--- src/source/rv_consts.svh ---
`ifndef RV_CONSTS_SVH
`define RV_CONSTS_SVH

// Data and instruction width
`define XLEN 32

// Register address width
`define REG_AW 5

// Architectural integer registers, x0 included
`define NUM_REGS 32

// addi x0, x0, 0
`define INSTR_NOP 32'h0000_0013

`endif
--- src/source/rv_pkg.sv ---
`default_nettype none

package rv_pkg;

    // RV32I major opcodes, instr[6:0]
    typedef enum logic [6:0] {
        OPC_LUI       = 7'b0110111,
        OPC_AUIPC     = 7'b0010111,
        OPC_JAL       = 7'b1101111,
        OPC_JALR      = 7'b1100111,
        OPC_BRANCH    = 7'b1100011,
        OPC_LOAD      = 7'b0000011,
        OPC_STORE     = 7'b0100011,
        OPC_ARI_ITYPE = 7'b0010011,
        OPC_ARI_RTYPE = 7'b0110011,
        OPC_CSR       = 7'b1110011
    } opcode_e;

    // Operations understood by the execute stage ALU
    typedef enum logic [3:0] {
        ALU_ADD    = 4'd0,
        ALU_SUB    = 4'd1,
        ALU_SLL    = 4'd2,
        ALU_SLT    = 4'd3,
        ALU_SLTU   = 4'd4,
        ALU_XOR    = 4'd5,
        ALU_SRL    = 4'd6,
        ALU_SRA    = 4'd7,
        ALU_OR     = 4'd8,
        ALU_AND    = 4'd9,
        ALU_COPY_B = 4'd10,  // Result is operand B, used by LUI
        ALU_PASS_A = 4'd11   // Result is operand A, CSR write data
    } alu_op_e;

endpackage

`default_nettype wire

--- src/source/decode_if.sv ---
`default_nettype none

`include "rv_consts.svh"

interface decode_if;

    rv_pkg::alu_op_e     alu_op;
    logic [2:0]          funct3;
    logic [`REG_AW-1:0]  rd;
    logic [`REG_AW-1:0]  rs1;
    logic [`REG_AW-1:0]  rs2;
    logic [`XLEN-1:0]    imm;
    logic                is_jump;    // JAL, JALR and branches
    logic                is_branch;
    logic                a_sel_reg;  // Operand A from rs1, else PC
    logic                b_sel_reg;  // Operand B from rs2, else imm
    logic                reg_we;
    logic                mem_we;     // Store
    logic                mem_rr;     // Load
    logic                csr_write;

    modport dec (
        output alu_op, funct3, rd, rs1, rs2, imm,
        output is_jump, is_branch, a_sel_reg, b_sel_reg,
        output reg_we, mem_we, mem_rr, csr_write
    );

    modport stage (
        input alu_op, funct3, rd, rs1, rs2, imm,
        input is_jump, is_branch, a_sel_reg, b_sel_reg,
        input reg_we, mem_we, mem_rr, csr_write
    );

endinterface

`default_nettype wire

--- src/source/decode_read.sv ---
`default_nettype none

`include "rv_consts.svh"

module decode_read (
    input  logic               clk,
    input  logic               rst_n,
    input  logic               stall,
    input  logic               flush,
    input  logic [`XLEN-1:0]   id_instr,
    input  logic [`XLEN-1:0]   id_pc,
    input  logic               wb_we,
    input  logic [`REG_AW-1:0] wb_rd,
    input  logic [`XLEN-1:0]   wb_data,
    input  logic               s2_reg_we,
    input  logic               s2_mem_rr,
    input  logic [`REG_AW-1:0] s2_rd,
    input  logic               s3_reg_we,
    input  logic               s3_mem_rr,
    input  logic [`REG_AW-1:0] s3_rd,
    output logic               bubble,
    output logic               ex_valid,
    output logic               ex_is_jump,
    output logic               ex_is_branch,
    output logic               ex_a_sel_reg,
    output logic               ex_b_sel_reg,
    output logic               ex_reg_we,
    output logic               ex_mem_we,
    output logic               ex_mem_rr,
    output logic               ex_csr_write,
    output rv_pkg::alu_op_e    ex_alu_op,
    output logic [2:0]         ex_funct3,
    output logic [`REG_AW-1:0] ex_rd,
    output logic [`REG_AW-1:0] ex_rs1,
    output logic [`REG_AW-1:0] ex_rs2,
    output logic [`XLEN-1:0]   ex_imm,
    output logic [`XLEN-1:0]   ex_rs1_data,
    output logic [`XLEN-1:0]   ex_rs2_data,
    output logic [`XLEN-1:0]   ex_pc
);

    logic [`XLEN-1:0] rs1_data;
    logic [`XLEN-1:0] rs2_data;

    decode_if decode_if_i ();

    instr_decoder instr_decoder_i (
        .instr (id_instr),
        .dec   (decode_if_i.dec)
    );

    // Read ports addressed straight from the decoded fields
    reg_file reg_file_i (
        .clk      (clk),
        .rst_n    (rst_n),
        .rs1      (decode_if_i.rs1),
        .rs2      (decode_if_i.rs2),
        .rs1_data (rs1_data),
        .rs2_data (rs2_data),
        .wb_we    (wb_we),
        .wb_rd    (wb_rd),
        .wb_data  (wb_data)
    );

    id_ex_stage id_ex_stage_i (
        .clk          (clk),
        .rst_n        (rst_n),
        .stall        (stall),
        .flush        (flush),
        .dec          (decode_if_i.stage),
        .rs1_data     (rs1_data),
        .rs2_data     (rs2_data),
        .id_pc        (id_pc),
        .s2_reg_we    (s2_reg_we),
        .s2_mem_rr    (s2_mem_rr),
        .s2_rd        (s2_rd),
        .s3_reg_we    (s3_reg_we),
        .s3_mem_rr    (s3_mem_rr),
        .s3_rd        (s3_rd),
        .bubble       (bubble),
        .ex_valid     (ex_valid),
        .ex_is_jump   (ex_is_jump),
        .ex_is_branch (ex_is_branch),
        .ex_a_sel_reg (ex_a_sel_reg),
        .ex_b_sel_reg (ex_b_sel_reg),
        .ex_reg_we    (ex_reg_we),
        .ex_mem_we    (ex_mem_we),
        .ex_mem_rr    (ex_mem_rr),
        .ex_csr_write (ex_csr_write),
        .ex_alu_op    (ex_alu_op),
        .ex_funct3    (ex_funct3),
        .ex_rd        (ex_rd),
        .ex_rs1       (ex_rs1),
        .ex_rs2       (ex_rs2),
        .ex_imm       (ex_imm),
        .ex_rs1_data  (ex_rs1_data),
        .ex_rs2_data  (ex_rs2_data),
        .ex_pc        (ex_pc)
    );

endmodule

`default_nettype wire

--- src/source/id_ex_stage.sv ---
`default_nettype none

`include "rv_consts.svh"

module id_ex_stage (
    input  logic               clk,
    input  logic               rst_n,
    input  logic               stall,
    input  logic               flush,
    decode_if.stage            dec,
    input  logic [`XLEN-1:0]   rs1_data,
    input  logic [`XLEN-1:0]   rs2_data,
    input  logic [`XLEN-1:0]   id_pc,
    input  logic               s2_reg_we,
    input  logic               s2_mem_rr,
    input  logic [`REG_AW-1:0] s2_rd,
    input  logic               s3_reg_we,
    input  logic               s3_mem_rr,
    input  logic [`REG_AW-1:0] s3_rd,
    output logic               bubble,
    output logic               ex_valid,
    output logic               ex_is_jump,
    output logic               ex_is_branch,
    output logic               ex_a_sel_reg,
    output logic               ex_b_sel_reg,
    output logic               ex_reg_we,
    output logic               ex_mem_we,
    output logic               ex_mem_rr,
    output logic               ex_csr_write,
    output rv_pkg::alu_op_e    ex_alu_op,
    output logic [2:0]         ex_funct3,
    output logic [`REG_AW-1:0] ex_rd,
    output logic [`REG_AW-1:0] ex_rs1,
    output logic [`REG_AW-1:0] ex_rs2,
    output logic [`XLEN-1:0]   ex_imm,
    output logic [`XLEN-1:0]   ex_rs1_data,
    output logic [`XLEN-1:0]   ex_rs2_data,
    output logic [`XLEN-1:0]   ex_pc
);

    logic uses_rs1;
    logic uses_rs2;
    logic s2_bubble;
    logic s3_bubble;

    assign uses_rs1 = (dec.a_sel_reg || dec.is_branch) && dec.rs1 != '0;
    assign uses_rs2 = (dec.b_sel_reg || dec.mem_we || dec.is_branch) && dec.rs2 != '0;

    // Load result not ready yet in stage 2 or 3
    assign s2_bubble = s2_mem_rr && s2_reg_we
        && ((uses_rs1 && dec.rs1 == s2_rd) || (uses_rs2 && dec.rs2 == s2_rd));
    assign s3_bubble = s3_mem_rr && s3_reg_we
        && ((uses_rs1 && dec.rs1 == s3_rd) || (uses_rs2 && dec.rs2 == s3_rd));
    assign bubble = !flush && (s2_bubble || s3_bubble);

    always_ff @(posedge clk) begin
        if (!rst_n || flush || (!stall && bubble)) begin
            ex_valid     <= 1'b0;
            ex_is_jump   <= 1'b0;
            ex_is_branch <= 1'b0;
            ex_reg_we    <= 1'b0;
            ex_mem_we    <= 1'b0;
            ex_mem_rr    <= 1'b0;
            ex_csr_write <= 1'b0;
        end else if (!stall) begin
            ex_valid     <= 1'b1;
            ex_is_jump   <= dec.is_jump;
            ex_is_branch <= dec.is_branch;
            ex_reg_we    <= dec.reg_we;
            ex_mem_we    <= dec.mem_we;
            ex_mem_rr    <= dec.mem_rr;
            ex_csr_write <= dec.csr_write;
        end
    end

    // Operands and fields for execute
    always_ff @(posedge clk) begin
        if (!stall) begin
            ex_a_sel_reg <= dec.a_sel_reg;
            ex_b_sel_reg <= dec.b_sel_reg;
            ex_alu_op    <= dec.alu_op;
            ex_funct3    <= dec.funct3;
            ex_rd        <= dec.rd;
            ex_rs1       <= dec.rs1;
            ex_rs2       <= dec.rs2;
            ex_imm       <= dec.imm;
            ex_rs1_data  <= rs1_data;
            ex_rs2_data  <= rs2_data;
            ex_pc        <= id_pc;
        end
    end

    a_store_no_wb: assert property (@(posedge clk) disable iff (!rst_n)
        !(ex_mem_we && ex_reg_we))
        else $error("store also writes a register");

endmodule

`default_nettype wire

--- src/source/reg_file.sv ---
`default_nettype none

`include "rv_consts.svh"

module reg_file (
    input  logic               clk,
    input  logic               rst_n,
    input  logic [`REG_AW-1:0] rs1,
    input  logic [`REG_AW-1:0] rs2,
    output logic [`XLEN-1:0]   rs1_data,
    output logic [`XLEN-1:0]   rs2_data,
    input  logic               wb_we,
    input  logic [`REG_AW-1:0] wb_rd,
    input  logic [`XLEN-1:0]   wb_data
);

    logic [`XLEN-1:0] regs [1:`NUM_REGS-1];  // No storage behind x0

    function automatic logic [`XLEN-1:0] read_port(input logic [`REG_AW-1:0] addr);
        logic [`XLEN-1:0] data;
        if (addr == '0) begin
            data = '0;
        end else if (wb_we && wb_rd == addr) begin
            data = wb_data;  // Write-first bypass
        end else begin
            data = regs[addr];
        end
        return data;
    endfunction

    always_ff @(posedge clk) begin
        if (!rst_n) begin
            for (int i = 1; i < `NUM_REGS; i++) begin
                regs[i] <= '0;
            end
        end else if (wb_we && wb_rd != '0) begin
            regs[wb_rd] <= wb_data;
        end
    end

    always_comb rs1_data = read_port(rs1);
    always_comb rs2_data = read_port(rs2);

endmodule

`default_nettype wire

--- src/source/instr_decoder.sv ---
`default_nettype none

`include "rv_consts.svh"

module instr_decoder (
    input  logic [`XLEN-1:0] instr,
    decode_if.dec            dec
);

    rv_pkg::opcode_e  opcode;
    logic             alt_op;  // funct7 bit 5
    logic [`XLEN-1:0] imm_i;
    logic [`XLEN-1:0] imm_s;
    logic [`XLEN-1:0] imm_b;
    logic [`XLEN-1:0] imm_u;
    logic [`XLEN-1:0] imm_j;

    // alt selects SUB over ADD and SRA over SRL
    function automatic rv_pkg::alu_op_e arith_op(input logic [2:0] f3, input logic alt);
        rv_pkg::alu_op_e op;
        case (f3)
            3'b000:  op = alt ? rv_pkg::ALU_SUB : rv_pkg::ALU_ADD;
            3'b001:  op = rv_pkg::ALU_SLL;
            3'b010:  op = rv_pkg::ALU_SLT;
            3'b011:  op = rv_pkg::ALU_SLTU;
            3'b100:  op = rv_pkg::ALU_XOR;
            3'b101:  op = alt ? rv_pkg::ALU_SRA : rv_pkg::ALU_SRL;
            3'b110:  op = rv_pkg::ALU_OR;
            default: op = rv_pkg::ALU_AND;
        endcase
        return op;
    endfunction

    assign opcode = rv_pkg::opcode_e'(instr[6:0]);
    assign alt_op = instr[30];

    assign dec.rd     = instr[11:7];
    assign dec.funct3 = instr[14:12];
    assign dec.rs1    = instr[19:15];
    assign dec.rs2    = instr[24:20];  // Also the shift amount for immediate shifts

    assign imm_i = {{20{instr[31]}}, instr[31:20]};
    assign imm_s = {{20{instr[31]}}, instr[31:25], instr[11:7]};
    assign imm_b = {{19{instr[31]}}, instr[31], instr[7], instr[30:25], instr[11:8], 1'b0};
    assign imm_u = {instr[31:12], 12'b0};
    assign imm_j = {{11{instr[31]}}, instr[31], instr[19:12], instr[20], instr[30:21], 1'b0};

    always_comb begin
        dec.imm       = '0;
        dec.alu_op    = rv_pkg::ALU_ADD;
        dec.is_jump   = 1'b0;
        dec.is_branch = 1'b0;
        dec.a_sel_reg = 1'b0;
        dec.b_sel_reg = 1'b0;
        dec.reg_we    = 1'b0;
        dec.mem_we    = 1'b0;
        dec.mem_rr    = 1'b0;
        dec.csr_write = 1'b0;
        case (opcode)
            rv_pkg::OPC_LUI: begin
                dec.imm    = imm_u;
                dec.alu_op = rv_pkg::ALU_COPY_B;
                dec.reg_we = 1'b1;
            end
            rv_pkg::OPC_AUIPC: begin
                dec.imm    = imm_u;  // PC + imm
                dec.reg_we = 1'b1;
            end
            rv_pkg::OPC_JAL: begin
                dec.imm     = imm_j;
                dec.is_jump = 1'b1;
                dec.reg_we  = 1'b1;
            end
            rv_pkg::OPC_JALR: begin
                dec.imm       = imm_i;
                dec.is_jump   = 1'b1;
                dec.a_sel_reg = 1'b1;
                dec.reg_we    = 1'b1;
            end
            rv_pkg::OPC_BRANCH: begin
                dec.imm       = imm_b;  // PC relative target
                dec.is_jump   = 1'b1;
                dec.is_branch = 1'b1;
            end
            rv_pkg::OPC_LOAD: begin
                dec.imm       = imm_i;
                dec.a_sel_reg = 1'b1;
                dec.reg_we    = 1'b1;
                dec.mem_rr    = 1'b1;
            end
            rv_pkg::OPC_STORE: begin
                dec.imm       = imm_s;
                dec.a_sel_reg = 1'b1;
                dec.mem_we    = 1'b1;
            end
            rv_pkg::OPC_ARI_ITYPE: begin
                dec.imm       = imm_i;
                dec.alu_op    = arith_op(instr[14:12], alt_op && instr[14:12] == 3'b101);
                dec.a_sel_reg = 1'b1;
                dec.reg_we    = 1'b1;
            end
            rv_pkg::OPC_ARI_RTYPE: begin
                dec.alu_op    = arith_op(instr[14:12], alt_op);
                dec.a_sel_reg = 1'b1;
                dec.b_sel_reg = 1'b1;
                dec.reg_we    = 1'b1;
            end
            rv_pkg::OPC_CSR: begin
                dec.imm       = imm_i;  // CSR address
                dec.alu_op    = rv_pkg::ALU_PASS_A;
                dec.a_sel_reg = 1'b1;
                dec.csr_write = 1'b1;
            end
            default: ;  // Unknown opcode acts as a no-op
        endcase
    end

endmodule

`default_nettype wire

--- config.mk ---
export PLATFORM = sky130hd
export DESIGN_NAME = decode_read
export DESIGN_NICKNAME = d
export VERILOG_FILES = /design/src/source/rv_pkg.sv /design/src/source/decode_if.sv /design/src/source/decode_read.sv /design/src/source/id_ex_stage.sv /design/src/source/reg_file.sv /design/src/source/instr_decoder.sv
export VERILOG_INCLUDE_DIRS = /design/src /design/src/source
export SDC_FILE = /design/constraint.sdc
export NUM_CORES = 2
export LEC_CHECK = 0
export ABC_AREA = 1
export BUFFER_PORTS_ARGS = -buffer_cell sky130_fd_sc_hd__buf_2
export CAP_MARGIN = 10
export CORE_MARGIN = 2
export CORE_UTILIZATION = 48
export CTS_BUF_LIST = sky130_fd_sc_hd__clkbuf_8
export DETAILED_ROUTE_END_ITERATION = 16
export PLACE_DENSITY_LB_ADDON = 0.08
export SYNTH_ARGS = -nofsm -noshare
export SYNTH_HDL_FRONTEND = slang
export SYNTH_HIERARCHICAL = 1
export SYNTH_SLANG_ARGS = --single-unit
--- constraint.sdc ---
create_clock -name clk -period 2.2 [get_ports clk]
set_input_delay 0 -clock clk [delete_from_list [all_inputs] [get_ports clk]]
set_output_delay 0 -clock clk [all_outputs]
set_load 0.005 [all_outputs]
==> results.md <==
* Starting Density at 0.4832
* Area delta synth->final at 17.31%
* Drt wl/cell at 27.12 um
* Setup crit end kind: flop
* Crit path arrival time at 3.09 ns
* Rel. slew slack at 0.5158
* TNS Setup at -0.05031 ns
* Synthesized area at 0.06537 mm^2
* Placeable Area at 0.1353 mm^2
* Yosys reg bits at 1,183
* Clock Pin Slew Worst Setup and Hold Paths at 0.06 ns
* Max Cap Viol at 0
* TritonCTS clock tree: yes
* Switching share of power at 0.2937
* Most common cell in the netlist: nand2_1
* Fin. Hold Viols at 1
* Leakage at 33.30 nW
* Max Transition Viols Final at 0
* Tightest Hold Check Type: in -> reg
* Max reg flops at 1,024
* Post-synth top flop: edfxtp_1
* Max Root-Sink Buffers at 3
* Die Area at 0.1392 mm^2
* Worst Hold Slack at -0.006354 ns
* Netlist cell types at 40
* Critical Path RT at 3.04 ns
* Sw power at 0.01602 W
* Syn. warnings at 6
* Setup WS pre-CTS at 0.2096 ns
* Layout cells sized above 1 at 0.1252
* Fmax at 444.4 MHz
* Synth area leaders: edfxtp_1 54%, nand2_1 11%, nand3_1 8.4%, nor2_1 7.8%, inv_1 3.7%
* Synth area leader: edfxtp_1
* Synthesized area per cell at 8.316 um^2
* Adder-Cell Fraction of Synth Area at 0
* R2R setup slack at 0.03 ns
* Synth Area in XOR/XNOR at 0.002679
* Largest Register: reg_file_i/regs
* Synth async-reset ratio at 0
* Least-Margin Pin Slew at 0.7239 ns
* Final setup margin at -0.05031 ns
* First-pass GRT wire length at 393,800 um
* Post-route ant nets at 0
* Remaining Overflow, GRT at 0
* Fillers at 12,131
* Placement Rows at 135
* Finish-stage setup viols at 1
* Max Clock Skew at 0.03689 ns
* Tmin final at 2.250 ns
* Clock Sinks at 1,183
* CTS Buf Count at 205
* Seq/Total Area, Yosys at 0.5423
* Largest family of logic cells by synthesized area: simple AND/OR/NAND/NOR gates
* Pre-Repair DR Iteration Count at 9
* Nets at 8,431
* Count of input and output buffers at 279
* Status: finished with violations
* Clock power share at 0.357
* Number of global-route vias before repair at 56,775
* Detailed placement HPWL at 157,400 um
* Comb power frac at 0.152
* Critical path startpoint category: input pin
* EDFF count, synth at 1,176
* CTS root buf: clkbuf_8
* Failing checks: hold timing, setup timing
* Post-Route WL at 278,000 um
* Pin count of the biggest net entering global routing at 140
* Simple-gate portion of the synthesized area at 0.2870
* RSZ-0062 raised after global routing: false
* H-tree depth at 4
* Gate Count Post-Synth at 7,861
* Clk_lat worst skew at 0.98 ns
* Fin crit share at 1.023
* Internal power at 0.03851 W
* Ports at 280
* Final Wtd Congestion at 0.9076
* Die width at 373.0 um
* Crit path max fanout at 10
* Vias per inst at 6.013
* Seq pwr share at 0.490
* DRT iter0 DRCs at 9,474
* VDD IR-drop max at 0.5935 mV
* Pwr dens at 711.1 mW/mm^2
* Mux contribution to synthesized area at 0.0007656
* Critical path class: in -> reg
* Synth Area in Compound Gates at 0.07449
* Initial antenna violation count at 11
* Synth top area share at 0.5402
* Total global-route track usage at 0.3889
* Most frequent cells after synthesis: 1,850 x nand2_1, 1,367 x nor2_1, 1,176 x edfxtp_1
* Die H at 373.0 um
* # DRC at 0
* DR vias at 61,654
layer usage:
layer,share of wire,wire length (um),vias up,GRT usage
met4,0.057,15970,4,0.2042
met2,0.44,121700,4754,0.5900
met5,0.00010,28,-,0
met3,0.13,37090,911,0.09502
met1,0.37,103200,29205,0.5161
li1,-,-,26780,-
path summary, 6_finish.rpt:
path,startpoint,to,cells after the start
worst max register to register,reg_file_i/regs[21][4],id_ex_stage_i/ex_rs1_data[4],9
worst max-delay path,id_instr[3],id_ex_stage_i/ex_imm[25],11
worst min-delay path,id_instr[2],id_ex_stage_i/ex_is_jump,10
worst min register to register,id_ex_stage_i/ex_valid,id_ex_stage_i/ex_valid,2
cells in the final DEF, fill, tap and decap left out, drive strengths merged, types with 10 or more instances in the layout:
cell         instances
nand2             1892
nor2              1378
edfxtp            1176
nand3             1104
inv                727
buf                613
o21ai              393
a21oi              276
dlygate4sd3        259
clkbuf             210
o211ai             191
clkinv              89
or2                 57
conb                32
xor2                12
nor3                10
power groups by stage:
stage | clock network [W] | logic (W) | registers [W]
2_1_floorplan | 0 | 0.00426 | 0.0270
3_3_place_gp | 0 | 0.00754 | 0.0271
3_5_place_dp | 0 | 0.00762 | 0.0271
4_1_cts | 0.0196 | 0.00802 | 0.0267
5_1_grt | 0.0206 | 0.00879 | 0.0268
6_report | 0.0195 | 0.00831 | 0.0267
stage by stage:
step                      utilization  hold slack (ns)  cells  instance area, um^2  total power, W
final                          0.5668        -0.006354  10253                76690         0.05453
after floorplan                     -          0.02765   7892                65490         0.03130
after detailed placement       0.5190           0.1783   9624                70220         0.03477
after global placement         0.5190           0.1759   9624                70220         0.03465
after CTS                      0.5656        0.0004536  10241                76530         0.05430
after global routing           0.5668          0.05706  10252                76680         0.05624
cell families after synthesis:
family                    count (synthesis)
muxes                                     5
DFF                                    1183
and+or+nand+nor                        4449
AOI/OAI and AO/OA                       872
other                                     1
xor gates and xnor gates                 20
buffers and inverters                  1331
what timing repair did:
action | in CTS | in global routing
hold endpoints to repair | 1769 | 11
resized for setup | 0 | 20
endpoints found under the setup margin | 0 | 10
setup buffers | 0 | 1
hold buffers | 252 | 9
worst max-delay path, cell delays in order:
cell and delay [ns]:
buf_2 0.11, inv_1 0.07, nand2_1 0.06, dlygate4sd3_1 0.56, nor2_2 0.28, nand2_1 0.19, inv_1 0.19, dlygate4sd3_1 0.84
nand2_1 0.11, nand3_1 0.11, dlygate4sd3_1 0.56
layout make-up:
type | count | area [um^2] | area share
timing repair buffer | 876 | 8524 | 0.1112
multi-input combinational | 5378 | 24130 | 0.3146
tap | 1781 | 2228 | 0.02906
clock inverter | 158 | 939.7 | 0.01225
inverter | 667 | 2557 | 0.03335
clock buffer | 207 | 2849 | 0.03715
antenna | 3 | 7.507 | 0.00009789
sequential | 1183 | 35450 | 0.4623
Note: power is estimated with default switching activity, not from simulation.
